**src/hw/ooo_defs.svh**
```systemverilog
`ifndef OOO_DEFS_SVH
`define OOO_DEFS_SVH

////////////////////
// Datapath sizes
////////////////////

// Integer register width
`define OOO_XLEN 32

// RV32 architectural register count
`define OOO_ARCH_REGS 32

// Physical registers, twice the architectural set
`define OOO_PHYS_REGS 64

// In-flight window
`define OOO_ROB_DEPTH 8
`define OOO_RS_DEPTH 4

////////////////////
// Opcodes
////////////////////

// R-type ALU ops
`define OOO_OPC_OP 7'b0110011
// I-type ALU ops
`define OOO_OPC_OPIMM 7'b0010011

`endif

```
**src/hw/ooo_pkg.sv**
```systemverilog
`include "ooo_defs.svh"

package ooo_pkg;

    ////////////////////
    // Scalar types
    ////////////////////

    typedef logic [`OOO_XLEN-1:0] data_t;
    typedef logic [$clog2(`OOO_ARCH_REGS)-1:0] arch_idx_t;
    typedef logic [$clog2(`OOO_PHYS_REGS)-1:0] phys_tag_t;
    typedef logic [$clog2(`OOO_ROB_DEPTH)-1:0] rob_idx_t;

    // Pass forwards operand A, used for no-ops
    typedef enum logic [2:0] {
        ALU_ADD,
        ALU_SUB,
        ALU_AND,
        ALU_OR,
        ALU_XOR,
        ALU_PASS
    } alu_op_t;

    ////////////////////
    // Bundles
    ////////////////////

    // Renamed instruction leaving dispatch
    typedef struct packed {
        logic      valid;
        alu_op_t   op;
        phys_tag_t src1;
        phys_tag_t src2;
        logic      use_imm;
        data_t     imm;
        logic      has_dest;
        arch_idx_t arch_dest;
        phys_tag_t dest;
        phys_tag_t old_dest;  // mapping replaced by dest, freed at commit
        rob_idx_t  rob_slot;
    } dispatch_t;

    // Operation selected by the station
    typedef struct packed {
        logic      valid;
        alu_op_t   op;
        phys_tag_t src1;
        phys_tag_t src2;
        logic      use_imm;
        data_t     imm;
        logic      has_dest;
        phys_tag_t dest;
        rob_idx_t  rob_slot;
    } issue_t;

    // Result broadcast
    typedef struct packed {
        logic      valid;
        logic      has_dest;
        phys_tag_t tag;
        data_t     value;
        rob_idx_t  rob_slot;
    } cdb_t;

    // In-order retirement
    typedef struct packed {
        logic      valid;
        logic      has_dest;
        arch_idx_t arch_dest;
        data_t     value;
    } commit_t;

endpackage

```
**src/hw/dispatch_rename.sv**
```systemverilog
`timescale 1ns/10ps
`include "ooo_defs.svh"

module dispatch_rename (
    input  logic               clock,
    input  logic               rst,
    input  ooo_pkg::data_t     inst,
    input  logic               inst_valid,
    output logic               inst_accept,
    input  logic               rob_space,
    input  logic               rs_space,
    input  ooo_pkg::rob_idx_t  disp_slot,
    input  ooo_pkg::phys_tag_t free_tag,
    input  logic               free_valid,
    output ooo_pkg::dispatch_t disp
);

    ////////////////////
    // Decode
    ////////////////////

    logic [6:0]          opcode;
    logic [2:0]          funct3;
    ooo_pkg::arch_idx_t  rs1;
    ooo_pkg::arch_idx_t  rs2;
    ooo_pkg::arch_idx_t  rd;
    logic                is_op;
    logic                is_opimm;
    logic                known;
    logic                has_dest;
    ooo_pkg::alu_op_t    alu_op;

    // Speculative rename state
    ooo_pkg::phys_tag_t          map_table [`OOO_ARCH_REGS];
    logic [`OOO_PHYS_REGS-1:0]   free_mask;
    ooo_pkg::phys_tag_t          alloc_tag;
    logic                        free_any;
    logic                        dispatch;

    // Standard RV32 field positions
    assign opcode   = inst[6:0];
    assign rd       = inst[11:7];
    assign funct3   = inst[14:12];
    assign rs1      = inst[19:15];
    assign rs2      = inst[24:20];
    assign is_op    = (opcode == `OOO_OPC_OP);
    assign is_opimm = (opcode == `OOO_OPC_OPIMM);

    always_comb begin
        alu_op = ooo_pkg::ALU_PASS;
        known  = 1'b0;
        if (is_op) begin
            known = 1'b1;
            case (funct3)
                // inst[30] splits ADD from SUB
                3'b000:  alu_op = inst[30] ? ooo_pkg::ALU_SUB : ooo_pkg::ALU_ADD;
                3'b100:  alu_op = ooo_pkg::ALU_XOR;
                3'b110:  alu_op = ooo_pkg::ALU_OR;
                3'b111:  alu_op = ooo_pkg::ALU_AND;
                default: known = 1'b0;
            endcase
        end else if (is_opimm && funct3 == 3'b000) begin
            // ADDI only
            known  = 1'b1;
            alu_op = ooo_pkg::ALU_ADD;
        end
    end

    // Writes to x0 are dropped
    assign has_dest = known && (rd != '0);

    ////////////////////
    // Free list pick
    ////////////////////

    // Downward scan leaves the lowest free register
    always_comb begin
        alloc_tag = '0;
        free_any  = 1'b0;
        for (int i = `OOO_PHYS_REGS - 1; i >= 0; i--) begin
            if (free_mask[i]) begin
                alloc_tag = ooo_pkg::phys_tag_t'(i);
                free_any  = 1'b1;
            end
        end
    end

    assign inst_accept = rob_space && rs_space && (!has_dest || free_any);
    assign dispatch    = inst_valid && inst_accept;

    // Dispatch packet
    always_comb begin
        disp.valid     = dispatch;
        disp.op        = alu_op;
        // Unknown ops read p0, always ready
        disp.src1      = known ? map_table[rs1] : '0;
        disp.src2      = (known && is_op) ? map_table[rs2] : '0;
        disp.use_imm   = known && is_opimm;
        disp.imm       = ooo_pkg::data_t'($signed(inst[31:20]));
        disp.has_dest  = has_dest;
        disp.arch_dest = rd;
        disp.dest      = has_dest ? alloc_tag : '0;
        disp.old_dest  = map_table[rd];
        disp.rob_slot  = disp_slot;
    end

    ////////////////////
    // Rename state
    ////////////////////

    always_ff @(posedge clock) begin
        if (rst) begin
            // Identity map, upper half free
            for (int i = 0; i < `OOO_ARCH_REGS; i++) begin
                map_table[i] <= ooo_pkg::phys_tag_t'(i);
            end
            for (int i = 0; i < `OOO_PHYS_REGS; i++) begin
                free_mask[i] <= (i >= `OOO_ARCH_REGS);
            end
        end else begin
            // Retired old mapping comes back
            if (free_valid) begin
                free_mask[free_tag] <= 1'b1;
            end
            if (dispatch && has_dest) begin
                free_mask[alloc_tag] <= 1'b0;
                map_table[rd]        <= alloc_tag;
            end
        end
    end

endmodule

```
**config.mk**
```make
export PLATFORM = sky130hd
export DESIGN_NAME = dispatch_rename
export DESIGN_NICKNAME = d
export VERILOG_FILES = /design/src/hw/ooo_pkg.sv /design/src/hw/dispatch_rename.sv
export VERILOG_INCLUDE_DIRS = /design/src /design/src/hw
export SDC_FILE = /design/constraint.sdc
export NUM_CORES = 1
export LEC_CHECK = 0
export ABC_AREA = 1
export BUFFER_PORTS_ARGS = -buffer_cell sky130_fd_sc_hd__buf_2
export CORE_UTILIZATION = 40
export CTS_BUF_LIST = sky130_fd_sc_hd__clkbuf_16
export DETAILED_ROUTE_END_ITERATION = 8
export PLACE_DENSITY = 0.56
export RECOVER_POWER = 100
export SETUP_SLACK_MARGIN = 0.15
export SYNTH_ARGS = -nofsm -noshare
export SYNTH_HDL_FRONTEND = slang
export SYNTH_SLANG_ARGS = --single-unit
```
**constraint.sdc**
```tcl
create_clock -name clock -period 4.6 [get_ports clock]
set_input_delay 0.23 -clock clock [delete_from_list [all_inputs] [get_ports clock]]
set_output_delay 0.23 -clock clock [all_outputs]
set_load 0.1 [all_outputs]
```
Word level (Yosys, flattened, before mapping)
Memories as Yosys holds them, arrays and structs flattened.
Cells that the tools add are included.
{"block": "totals", "reg_bits": 64, "latchBits": 0, "mem_bits_rw": 192, "romBits": 0, "inputBits": 47, "output_inout_bits": 71, "wordCells": 183, "n_memories": 1}
{"name": "map_table", "words": 32, "width": 6, "read_ports": 3, "rd_ports_with_merged_regs": 0, "wr": 32, "line": "dispatch_rename.sv:34", "source": "ooo_pkg::phys_tag_t map_table [`OOO_ARCH_REGS];"}
{"block": "classes", "n_addsub": 0, "multipliers": 0, "div_mod_pow": 0, "magnitude_cmp": 4, "eq_ne": 5, "n_shift": 0, "muxes": 153, "bitwise_logic": 3, "reduce_logical": 16}
{"operator": "$mux W6", "n": 68}
{"operator": "$mux W64", "n": 3}
{"operator": "$mux W1", "n": 76}
{"operator": "$and A64 B64 Y64", "n": 1}
{"operator": "$not A64 Y64", "n": 1}
{"operator": "$or A64 B64 Y64", "n": 1}
{"operator": "$lt A6 B7 Y1 const B", "n": 2}
{"operator": "$demux W1 S6", "n": 2}
{"operator": "$ge A6 B1 Y1 const B", "n": 2}
{"operator": "$pmux W3 S4", "n": 1}
{"operator": "$logic_and A1 B1 Y1", "n": 10}
{"operator": "$eq A3 B3 Y1 const B", "n": 3}
{"operator": "$eq A7 B5 Y1 const B", "n": 1}
{"operator": "$eq A7 B6 Y1 const B", "n": 1}
{"operator": "$mux W3", "n": 2}
{"operator": "$reduce_or A6 Y1", "n": 1}
{"operator": "$mux W5", "n": 1}
{"operator": "$reduce_bool A5 Y1", "n": 1}
{"operator": "$reduce_or A4 Y1", "n": 1}
{"operator": "$logic_not A3 Y1", "n": 1}
{"operator": "$logic_not A1 Y1", "n": 1}
{"operator": "$logic_or A1 B1 Y1", "n": 1}

Logic depth before layout (Yosys ltp)
Gate-level depths: netlist (run 1).
{"block": "logic_depth", "depth_word": 73, "depth_mapped": 64}

Least setup slack after synthesis (run 1)
Ideal clock, no wire load.
{"block": "synth_path", "kind": "input to output", "start": "input inst[13]", "end": "output disp[60] (netlist name)", "arrival_time_ns": 6.326, "setup_slack_ns": -1.956, "cell_stages": 9, "cell_sequence": "nor2_1 -> inv_1 -> nor2_1 -> inv_1 -> nor4_1 -> inv_1 -> nand2_1 -> inv_1 -> a311oi_1"}
{"item": "start, declared", "line": "dispatch_rename.sv:7", "source": "input ooo_pkg::data_t inst,"}
{"item": "end, declared", "line": "dispatch_rename.sv:15", "source": "output ooo_pkg::dispatch_t disp"}

==> results.md, run 1 <==
- The flow ran to the end, but the final reports show violations.
- The checks that failed: capacitance limit, slew limit.
- The smallest clock period supported by the final layout is computed as 4.59 ns.
- The detailed router finished its first iteration with about 2000 violations.
- The largest single stage delay on the critical path is 0.32 ns.
- After detailed routing, the average wire length per cell comes to 23.0 um.
- The longest clock path from root to sink contains 3 buffers.
- The worst setup path is of the reg2out kind.
- The yosys synthesis warning count is 0.
- Global routing finished with a remaining overflow of 0.
- At the end of the flow, the number of nets in the layout was 2215.
- The most repeated library cell on the critical path is sky130_fd_sc_hd__nand2_1.
- Counting tap cells, the placed design contains a total of roughly 2600 instances.
- Excluding fillers, the count of instances in the completed layout stands at between 2000 and 3000.
- The number of H-tree branching levels is 1.
- The peak clock frequency supported by timing is 218 MHz.
- The first global-routing pass estimated roughly 91000 um of wire.
- STA classifies the critical path endpoint as an output pin.
- The tightest slew margin relative to the limit is -0.337.
- The vertical die dimension is 202 um.
- At the placement stage, the worst setup path has a slack of 0.222 ns.
- Along the worst hold path, the cell count comes to 6.
- The number of pins exceeding their max-slew limit in the final report is 41.
- Dividing total power by cell area gives a power density of 327 mW/mm2.
- The gate count of the mapped netlist is approximately 2200.
- The tree is rooted in a sky130_fd_sc_hd__clkbuf_16.
- roughly 120 I/O pins were placed.
- Setup repair after global routing could not meet its margin everywhere.
- Buffers placed on the I/O ports in this run total 79.
- Sorting the synthesized cells by how often they occur yields sky130_fd_sc_hd__nand2_1, sky130_fd_sc_hd__nor2_1, sky130_fd_sc_hd__o21ai_0, sky130_fd_sc_hd__inv_1, sky130_fd_sc_hd__edfxtp_1.
- The total detailed-routing wirelength is slightly above 60000 um.
- The cell type with the largest total area after synthesis is sky130_fd_sc_hd__edfxtp_1.
- The via total after detailed routing is between 15000 and 20000.
- The start point of the worst min-delay path is free_tag[0].
- The final critical-path share of the clock period is 0.997.
- For the pin with the worst max-slew slack, the measured transition is 2.01 ns.
- The worst hold path belongs to the class in2reg.
- The area growth from synthesis to layout is 11.6%.
- At the worst endpoint, the required time is 4.37 ns.
- The number of iterations in the first detailed-routing pass is 7.
- Across the run, the number of max-cap violations was 1.
- A synthesized cell averages between 7 and 8 um2.
- The floorplan step defined a die boundary enclosing 0.0410 mm2.
- The capture instance of the worst register-to-register path is map_table[11][0].
- Of all nets on the critical path, the largest fanout is 2.
- The number of global-route vias before repair is 14800.
- The critical path data arrival time is 4.36 ns.
- The maximum vdd ir drop is 0.289 mV.
- Power comes to 5.87 mW.
- The number of inserted filler cells in the final layout is 4034.
- The setup clock skew after layout is 0.0235 ns.
- STA classifies the critical path startpoint as a register.
- The floorplan has 73 rows.
- The share of Yosys cell area claimed by the top area cell type is 0.359.
- In the final layout, the share of cells above drive strength 1 is 0.0745.
- Counting flops and latches in the post-synthesis netlist gives 256.
- The slowest stage of the critical path is the sky130_fd_sc_hd__dfxtp_2 cell.
- The initial utilization of the core area, before any placement, comes to 0.405.
- The wire-length estimate of the detail-placed layout is between 40000 and 50000 um.
- The minimum setup slack among reg-to-reg paths is between 0.3 and 0.4 ns.
- The number of sinks driven by the clock tree is 256.
- Entering global routing, the biggest net connects 141 pins.
- The number of antenna violations at the first check in global routing came to 0.
- Buffers inserted during clock tree synthesis total 29.
- The die width is 202 um.
- The remaining routing DRC violations is 0.
- The sequential cell area is between 0.007 and 0.008 mm2.
- The final weighted congestion of routability-driven global placement is between 0.9 and 1.
- The detail route stage leaves a number of antenna-violating nets equal to 0.
- The core area is 0.0396 mm2.
- The worst-case hold path end point is free_mask[50].
- Summing all multi-input logic gate instances after layout gives between 0.007 and 0.008 mm2.
- The number of antenna diodes is 0.
- The source of the worst register-to-register timing path is free_mask[62].
- The share of the Yosys chip area taken by registers is 0.439.
- Among all flip-flop cells after synthesis, the most frequent one is sky130_fd_sc_hd__edfxtp_1.
- The number of endpoints failing setup at the final stage is 0.
- After clock tree synthesis, the clock-pin slew on the worst setup and hold paths is 0.06 ns.
- The number of different library cells used by synthesis comes to 37.
- The average vias per placed instance is 5.89.
- The leading cell type by number of instances after synthesis is sky130_fd_sc_hd__nand2_1.
- Setup slack closes at ~0.012 ns.
- The count of flip-flops with a built-in enable after synthesis is about 190.
- Yosys attributes the largest share of cell area to sky130_fd_sc_hd__edfxtp_1, sky130_fd_sc_hd__nand2_1, sky130_fd_sc_hd__o21ai_0.
- The number of hold violations in the final report was 0.
- The share of the core filled with cells is 0.452.
- At the later pin of the worst-skew pair, clock insertion delay measures 0.58 ns.
- The overall track demand over capacity in global routing is 0.294.
- The share of async-settable or async-resettable flops after synthesis is 0.
- In this run the cell area of the synthesized design comes to around 0.016 mm2.
- The leakage power figure is 6.95 nW.
- The clock tree from TritonCTS is done.
- The depth of the worst register-to-register path is 65.
==> metrics by stage <==
step,cell area [um2],hold WS (ns),TNS (ns)
after floorplan,16100,0.500,0
after global placement,16600,0.461,0
after detailed placement,16600,0.461,0
after CTS,17700,0.0901,-0.0261
after global routing,17900,0.150,-22.97
final,17900,0.111,0
==> power by group <==
group	total [mW]	leakage, nW	switching (mW)	internal [mW]
registers	2.55	2.21	0.0356	2.51
clock network	2.36	0.484	0.992	1.37
logic	0.959	4.26	0.722	0.237
total	5.87	6.95	1.75	4.12
==> sequential cells by signal, summed over array words and instances, names as in the netlist <==
| register | flops |
|---|---|
| map_table | 192 |
| free_mask | 64 |
==> cell type report <==
| type | count | share of cell area |
|---|---|---|
| Multi-Input combinational cell | 1484 | 0.404 |
| Sequential cell | 256 | 0.393 |
| Timing Repair Buffer | 127 | 0.0566 |
| Inverter | 270 | 0.0565 |
| Clock buffer | 29 | 0.0405 |
| Tap cell | 525 | 0.0366 |
| Clock inverter | 23 | 0.0125 |
==> logic make-up (layout without fill, tap and decap cells) <==
| logic type | after synthesis | count (layout) | synth area share |
|---|---|---|---|
| other cells | 1 | 6 | 0.000233 |
| flops | 256 | 256 | 0.439 |
| compound gates | 648 | 648 | 0.234 |
| buf+inv | 452 | 449 | 0.117 |
| simple gates | 829 | 830 | 0.210 |
==> worst max-delay path: cells and delay by family (launching register included) <==
family	cells	cell delay, ns
flops	1	0.32
simple gates	60	3.23
buf+inv	2	0.23
==> layer usage <==
layer | part of all wire | track usage
met1 | 0.40 | 0.393
met2 | 0.46 | 0.471
met3 | 0.098 | 0.0429
met4 | 0.048 | 0.133
met5 | 0 | 0
==> cells in the final DEF (no fill, tap or decap), types with 11 or more instances in the layout <==
master	count
sky130_fd_sc_hd__o21ai_0	275
sky130_fd_sc_hd__nand2_1	388
sky130_fd_sc_hd__nand3_1	94
sky130_fd_sc_hd__a311oi_1	11
sky130_fd_sc_hd__nor2_1	276
sky130_fd_sc_hd__buf_4	23
sky130_fd_sc_hd__buf_2	39
sky130_fd_sc_hd__clkbuf_16	35
sky130_fd_sc_hd__nand4_1	35
sky130_fd_sc_hd__o221ai_1	26
sky130_fd_sc_hd__clkbuf_1	31
sky130_fd_sc_hd__a22oi_1	94
sky130_fd_sc_hd__a21oi_1	187
sky130_fd_sc_hd__clkbuf_2	11
sky130_fd_sc_hd__buf_12	13
sky130_fd_sc_hd__dfxtp_1	61
sky130_fd_sc_hd__nor3_1	12
sky130_fd_sc_hd__inv_1	266
sky130_fd_sc_hd__edfxtp_1	192
sky130_fd_sc_hd__o211ai_1	18
sky130_fd_sc_hd__a31oi_1	14
==> what timing repair did <==
item	in CTS	in global routing
pin swaps	2	11
cloned	1	8
hold buffers	0	0
endpoints found under the setup margin	1	97
resized for setup	7	24
setup buffers	2	5
==> worst max-delay path by stage <==
stage / from / endpoint / slack, ns / cells after the start
after floorplan: inst[13] / disp[60] / 0.02 / 9
after global placement: free_mask[62] / map_table[5][0] / 0.16 / 62
after detailed placement: inst[3] / map_table[21][0] / 0.22 / 19
after CTS: free_mask[62] / disp[9] / -0.03 / 62
after global routing: free_mask[62] / disp[9] / -0.64 / 62
final: free_mask[62] / disp[9] / 0.01 / 62
Note: power is estimated with default switching activity, not from simulation.
==> run 2: changes to the inputs <==
clock period = 5 ns   (was 4.6 ns; I/O delays follow)
==> run 2 against run 1 <==
Effect of this change: the flow finishes with violations (capacitance limit, slew limit, setup timing); non-clock buffer count is 5 lower; utilization is 0.82 points lower; total power is 8.7% lower; sequential share of layout area is 0.71 points higher; die area stayed put; via count is 0.66% higher; register-to-register slack better by 0.55 ns; global-route usage is 0.47 points lower; combinational power is 16% lower; hold slack better by 0.025 ns; first-iteration DRC count is 4.7% higher; critical path type is now in2out; critical endpoint is now disp[56]; largest cell class unchanged.
==> results.md, run 2 (synthesis results as in run 1) <==
- The type of the worst setup path is in2out.
- The number of iterations in the first detailed-routing pass was 6 (-1).
- In the layout the commonest cells are sky130_fd_sc_hd__nand2_1, sky130_fd_sc_hd__nor2_1, sky130_fd_sc_hd__o21ai_0, sky130_fd_sc_hd__inv_1, sky130_fd_sc_hd__edfxtp_1.
- The setup clock skew after layout was 0.0213 ns (-0.00218 ns).
- The most common cell after layout, fill and taps aside is sky130_fd_sc_hd__nand2_1.
- The average vias per placed instance is 5.93 (+0.74%).
- The flow ran to the end, but the final reports show violations.
- The minimum setup slack among reg-to-reg paths came to 0.86 ns (+0.55 ns).
- The slew of the pin with the lowest slew margin is 3.19 ns (+1.18 ns).
- The hold buffer count at CTS is 0 (unchanged).
- The worst setup path is launched from an input port.
- The nature of the critical path endpoint is an output pin.
- The area growth from synthesis to layout is 9.57%.
- The number of antenna violations at the first check in global routing is 1 (+1).
- The number of sinks driven by the clock tree was 256 (unchanged).
- The shortest period the worst path allows is 5.09 ns.
- The share of post-route cells with drive strength above 1 is 0.0695 (-0.00496).
- The number of buffers on the longest clock path was 3 (unchanged).
- The post-layout worst setup margin is -0.0919 ns (-0.104 ns).
- The vertical die dimension is 202 um (unchanged).
- The half-perimeter wire length of the detailed placement result came to 40200 um (+0.28%).
- The core area is 0.0396 mm2 (unchanged).
- The peak per-stage delay on the critical path is 2.25 ns (+1.93 ns).
- The total detailed-routing wirelength is 60300 um (-3.2%).
- TritonCTS built the clock tree.
- The number of violations reported at the end of detailed-routing iteration 0 is 2131 (+4.7%).
- In the final layout, the registers with the most flip-flops are map_table (192), free_mask (64).
- The die area was 0.0410 mm2 (unchanged).
- The checks that failed: capacitance limit, slew limit, setup timing.
- The via total after detailed routing is 16100 (+0.66%).
- The flip-flop count of the largest register, all copies and words added is 192 (unchanged).
- The count of buffers from port buffering is 79 (unchanged).
- The number of H-tree branching levels was 1 (unchanged).
- The number of max-cap violations was 2 (+1).
- The final critical-path share of the clock period is 1.02.
- The number of pins exceeding their max-slew limit in the final report was 104 (+150%).
- The critical path goes through clkbuf_1, clkbuf_1, o21ai_0, a21oi_1, o21ai_0, a31oi_1, a311oi_1, a311oi_1, buf_2.
- The count of antenna-violating nets left after detailed routing came to 0 (unchanged).
- The maximum fanout along the worst path is 62 (+60).
- The overall track demand over capacity in global routing is 0.289 (-0.00475).
- The overall power of the completed layout is 5.36 mW (-8.7%).
- The global-route wire length before repair is 90300 um (-1.1%).
- map_table holds more flip-flops than any other register.
- The leakage power figure is 6.82 nW (-2.0%).
- The cell with the largest stage delay on the worst path is sky130_fd_sc_hd__clkbuf_1.
- The tightest slew margin relative to the limit came to -1.12 (-0.788).
- The count of boundary I/O pins is 118 (unchanged).
- The worst hold path belongs to the class in2reg.
- The worst-skew pair later-pin latency is 0.58 ns (about the same).
- The pre-CTS worst setup slack came to 0.485 ns (+0.263 ns).
- The number of hold violations in the final report is 0 (unchanged).
- The number of endpoints failing setup at the final stage is 1 (+1).
- The final weighted congestion of routability-driven global placement is 0.938 (+0.51%).
- The clock-pin slew on the worst setup and hold paths is 0.06 ns (about the same).
- The TritonCTS buffer count came to 30 (+3.4%).
- The final routed wire length divided by cell count is 22.2 um (-3.1%).
- The number of placement rows is 73 (unchanged).
- The pin count of the biggest net entering global routing came to 71 (-50%).
- The data required time at the worst endpoint is 4.75 ns (+0.38 ns).
- The peak clock frequency supported by timing is 196 MHz.
- Setup repair after global routing could not meet its margin everywhere.
- The critical path data arrival time is 4.84 ns (+0.48 ns).
- The overflow left after global routing was 0 (unchanged).
- The power density over cell area is 304 mW/mm2 (-7.0%).
- The final-stage net count came to 2210 (-0.23%).
- The maximum vdd ir drop came to 0.216 mV (-25%).
- The number of global-route vias before repair is 14800 (+0.24%).
- The remaining routing DRC violations is 0 (unchanged).
- The tree is rooted in a sky130_fd_sc_hd__clkbuf_16.
- The die width was 202 um (unchanged).
- The number of antenna diodes is 0 (unchanged).
- The starting utilization of the core area is 0.405 (unchanged).
==> run 2: power by group <==
group | switching (mW) | internal (mW)
Clock | 0.927 | 1.28
Combinational | 0.639 | 0.168
Sequential | 0.0343 | 2.31
Total | 1.60 | 3.76
==> run 2: final cells by class <==
class                           count  area (um2)
Clock buffer                       31         776
Clock inverter                     25         209
Fill cell                        4078       22000
Inverter                          270        1010
Multi-Input combinational cell   1483        7190
Sequential cell                   256        7050
Tap cell                          525         657
Timing Repair Buffer              122         704
==> run 2: final timing paths <==
kind                                    start             to  depth (start not counted)
worst min-delay path              free_tag[0]  free_mask[50]                          6
worst min register to register  free_mask[62]  free_mask[62]                          4
worst max-delay path                 inst[21]       disp[56]                          9
worst max register to register  free_mask[63]  free_mask[57]                         62
==> run 2: critical path, delay by kind of cell <==
kind            cells  cell delay (ns)
compound gates      6             1.64
buf+inv             3             2.90
==> run 2: timing repair <==
item | 4_1_cts | 5_1_grt
setup buffers | 0 | 4
endpoints found under the setup margin | 0 | 18
gates resized for setup | 0 | 5
==> run 2: metal layers <==
layer  vias to the layer above  track usage  part of all wire
met5                         -            0                 0
met4                         0        0.117             0.045
met3                       178       0.0539              0.10
met2                       958        0.467              0.46
met1                      7550        0.381              0.40
li1                       7395            -                 -
==> run 2: through the flow <==
stage	std cells	instance area [um2]	util	hold WS, ns	setup TNS [ns]
after floorplan	2191	16100	-	0.519	-1.01
after global placement	2652	16600	0.419	0.501	0
after detailed placement	2652	16600	0.419	0.501	0
after CTS	2708	17600	0.444	0.113	0
after global routing	2712	17600	0.444	0.159	-0.479
final	2712	17600	0.444	0.136	-0.0919
==> run 3: changes to the inputs <==
BUFFER_PORTS_ARGS = -buffer_cell sky130_fd_sc_hd__buf_4   (was -buffer_cell sky130_fd_sc_hd__buf_2)
CORE_ASPECT_RATIO = 1.75   (was unset)
==> run 3 against run 2 <==
Effect of this change: the run ends with capacitance limit, slew limit left; sequential cell count unchanged; critical path depth is the same; clock power fell by 9.1%; register-to-register slack lost 0.22 ns; non-clock buffer count shrank 9; count of clock-buffer cells in the layout down 4; highest routed layer unchanged.
==> results.md, run 3 (synthesis results as in run 1) <==
- The TritonCTS buffer count is 26 (-13%).
- The shortest period the worst path allows is 4.61 ns (-0.479 ns).
- The most common cell after layout, fill and taps aside is sky130_fd_sc_hd__nand2_1.
- The instance count after placement with tap cells included was 2611 (-1.5%).
- The hold buffer count at CTS is 0 (unchanged).
- The final cell count without fillers came to 2660 (-1.9%).
- The vertical die dimension is 267 um (+32%).
- The remaining routing DRC violations was 0 (unchanged).
- The global-route wire length before repair came to 96000 um (+6.3%).
- The overflow left after global routing is 0 (unchanged).
- The leakage power figure is 6.77 nW (-0.76%).
- The number of iterations in the first detailed-routing pass came to 6 (unchanged).
- The peak per-stage delay on the critical path is 1.10 ns (-1.15 ns).
- The checks that failed: capacitance limit, slew limit.
- The signal on the critical path passes through buf_4, nand2_1, inv_1, clkbuf_1, a22oi_1, a21oi_1, a2111oi_0, nand2_1, clkbuf_1.
- The average vias per placed instance was 6.08 (+2.5%).
- Compared with the post-synthesis result, the final layout area differs by 8.69%.
- The half-perimeter wire length of the detailed placement result was 45200 um (+12%).
- Tracing the worst setup path back leads to its startpoint at inst[8].
- The number of pins exceeding their max-slew limit in the final report is 153 (+47%).
- The final instance area was 0.0175 mm2 (-0.81%).
- The nature of the critical path endpoint is an output pin.
- The via total after detailed routing is 16200 (+0.53%).
- The worst-skew pair later-pin latency was 0.58 ns (about the same).
- The peak clock frequency supported by timing is 217 MHz (+10%).
- The cell with the largest stage delay on the worst path is sky130_fd_sc_hd__clkbuf_1.
- The cell count along the critical path came to 9 (unchanged).
- The critical path data arrival time is 4.36 ns (-0.48 ns).
- The maximum fanout along the worst path came to 25 (-60%).
- The setup clock skew after layout is 0.0313 ns (+0.00994 ns).
- The power density over cell area is 296 mW/mm2 (-2.7%).
- The final critical-path share of the clock period is 0.922 (-0.0959).
- The data required time at the worst endpoint was 4.75 ns (about the same).
- The register name with the most flops is map_table.
- The core area is 0.0394 mm2 (-0.61%).
- The number of antenna violations at the first check in global routing came to 0 (-1).
- The tightest slew margin relative to the limit was -0.336 (+0.788).
- The depth of the worst register-to-register path is 14 (-77%).
- The number of endpoints failing setup at the final stage was 0 (-1).
- The number of global-route vias before repair is 15500 (+4.7%).
- The final-stage net count was 2197 (-0.59%).
- The final routed wire length divided by cell count came to 24.3 um (+9.2%).
- The launching element type of the critical path is an input port.
- The die area is 0.0410 mm2 (about the same).
- The number of sinks driven by the clock tree is 256 (unchanged).
- The endpoint of the worst setup timing path is disp[8].
- Leaving out fill and tap cells, the most frequent cells in the layout are sky130_fd_sc_hd__nand2_1, sky130_fd_sc_hd__nor2_1, sky130_fd_sc_hd__o21ai_0, sky130_fd_sc_hd__inv_1, sky130_fd_sc_hd__edfxtp_1.
- The largest registers in the layout are map_table (192), free_mask (64).
- The category of cells accounting for the largest share of critical-path delay is buffers and inverters.
- The number of placement rows is 96 (+32%).
- The number of hold violations in the final report was 0 (unchanged).
- The slew of the pin with the lowest slew margin is 2.00 ns (-1.18 ns).
- The number of buffers on the longest clock path was 3 (unchanged).
- The total detailed-routing wirelength is 64600 um (+7.1%).
- The count of antenna-violating nets left after detailed routing came to 0 (unchanged).
- The number of antenna diodes was 0 (unchanged).
- The flow ran to the end, but the final reports show violations.
- The sum of buffers and inverters on the critical path is 4 (+1).
- In this run the most critical hold path is launched from free_tag[4].
- The count of buffers from port buffering was 79 (unchanged).
- The flip-flop count of the largest register, all copies and words added came to 192 (unchanged).
- The die width came to 153 um (-24%).
- The capture instance of the worst register-to-register path is map_table[15][0].
- The clock-pin slew on the worst setup and hold paths is 0.07 ns (about the same).
- The type of the worst setup path is in2out.
- The number of inserted filler cells in the final layout is 4064 (-0.34%).
- The starting utilization of the core area was 0.408 (+0.00250).
- The overall track demand over capacity in global routing was 0.313 (+0.0239).
- The number of violations reported at the end of detailed-routing iteration 0 came to 1567 (-26%).
- The number of H-tree branching levels is 1 (unchanged).
- The pin count of the biggest net entering global routing is 97 (+37%).
- The path category of the worst min-delay check is in2reg.
- The minimum setup slack among reg-to-reg paths is 0.64 ns (-0.22 ns).
- The maximum vdd ir drop is 0.267 mV (+24%).
- The number of max-cap violations is 3 (+1).
- The count of boundary I/O pins is 118 (unchanged).
- The share of post-route cells with drive strength above 1 is 0.0659 (-0.00360).
- The cell area after placement is 0.0167 mm2 (+0.53%).
- The root buffer cell is sky130_fd_sc_hd__clkbuf_16.
- The source of the worst register-to-register timing path is free_mask[47].
- Setup repair after global routing could not meet its margin everywhere.
- TritonCTS built the clock tree.
- The final weighted congestion of routability-driven global placement is 0.973 (+3.8%).
run 3: cell types whose count changed in the layout (fill, tap and decap cells not counted), sizes merged:
cell      before  now
buf           85   74
inv          267  270
clkinvlp       5    4
clkbuf        68   66
bufinv         3    2
clkinv        20   15
run 3: where the power goes:
part | switching [mW] | total (mW) | internal (mW)
clock network | 0.905 | 2.00 | 1.10
registers | 0.0331 | 2.34 | 2.31
logic | 0.654 | 0.823 | 0.169
total | 1.59 | 5.17 | 3.58
run 3: worst min-delay path by stage:
stage / slack [ns] / cells after the start / end
floorplan: 0.52 / 4 / free_mask[55]
global placement: 0.50 / 0 / disp[26]
detailed placement: 0.50 / 0 / disp[26]
CTS: 0.10 / 5 / free_mask[55]
global route: 0.17 / 5 / free_mask[55]
finish: 0.12 / 5 / free_mask[55]
run 3: worst min-delay path: stages:
cell                      delay [ns]
sky130_fd_sc_hd__buf_4          0.13
sky130_fd_sc_hd__nand3_1        0.08
sky130_fd_sc_hd__o21ai_0        0.08
sky130_fd_sc_hd__nand2_1        0.07
sky130_fd_sc_hd__nand2_1        0.04
run 3: area by class of cell:
cell class                      count  area [um2]  area share
Clock inverter                     21         184      0.0105
Multi-Input combinational cell   1483        7170       0.411
Timing Repair Buffer              113         747      0.0428
Inverter                          270        1020      0.0583
Clock buffer                       27         676      0.0387
Tap cell                          490         613      0.0351
Sequential cell                   256        7050       0.404
run 3: through the flow:
step / setup slack [ns] / util / hold WS (ns) / setup TNS, ns / power, mW
2_1_floorplan: -0.337 / - / 0.519 / -1.01 / 3.00
3_3_place_gp: 0.619 / 0.424 / 0.501 / 0 / 3.20
3_5_place_dp: 0.644 / 0.424 / 0.501 / 0 / 3.20
4_1_cts: 0.380 / 0.446 / 0.102 / 0 / 5.18
5_1_grt: -0.123 / 0.443 / 0.173 / -0.123 / 5.32
6_report: 0.388 / 0.443 / 0.116 / 0 / 5.17
run 3: per-layer routing:
metal,part of all wire,GRT usage,up-vias
met4,0.090,0.246,0
li1,-,-,7357
met1,0.34,0.331,7564
met3,0.075,0.0393,290
met5,0,0,-
met2,0.50,0.562,955
run 3: timing repair:
action                                  CTS  global route
gates resized for setup                   0             8
setup buffers                             0             1
hold endpoints to repair                  0             0
endpoints found under the setup margin    0             2
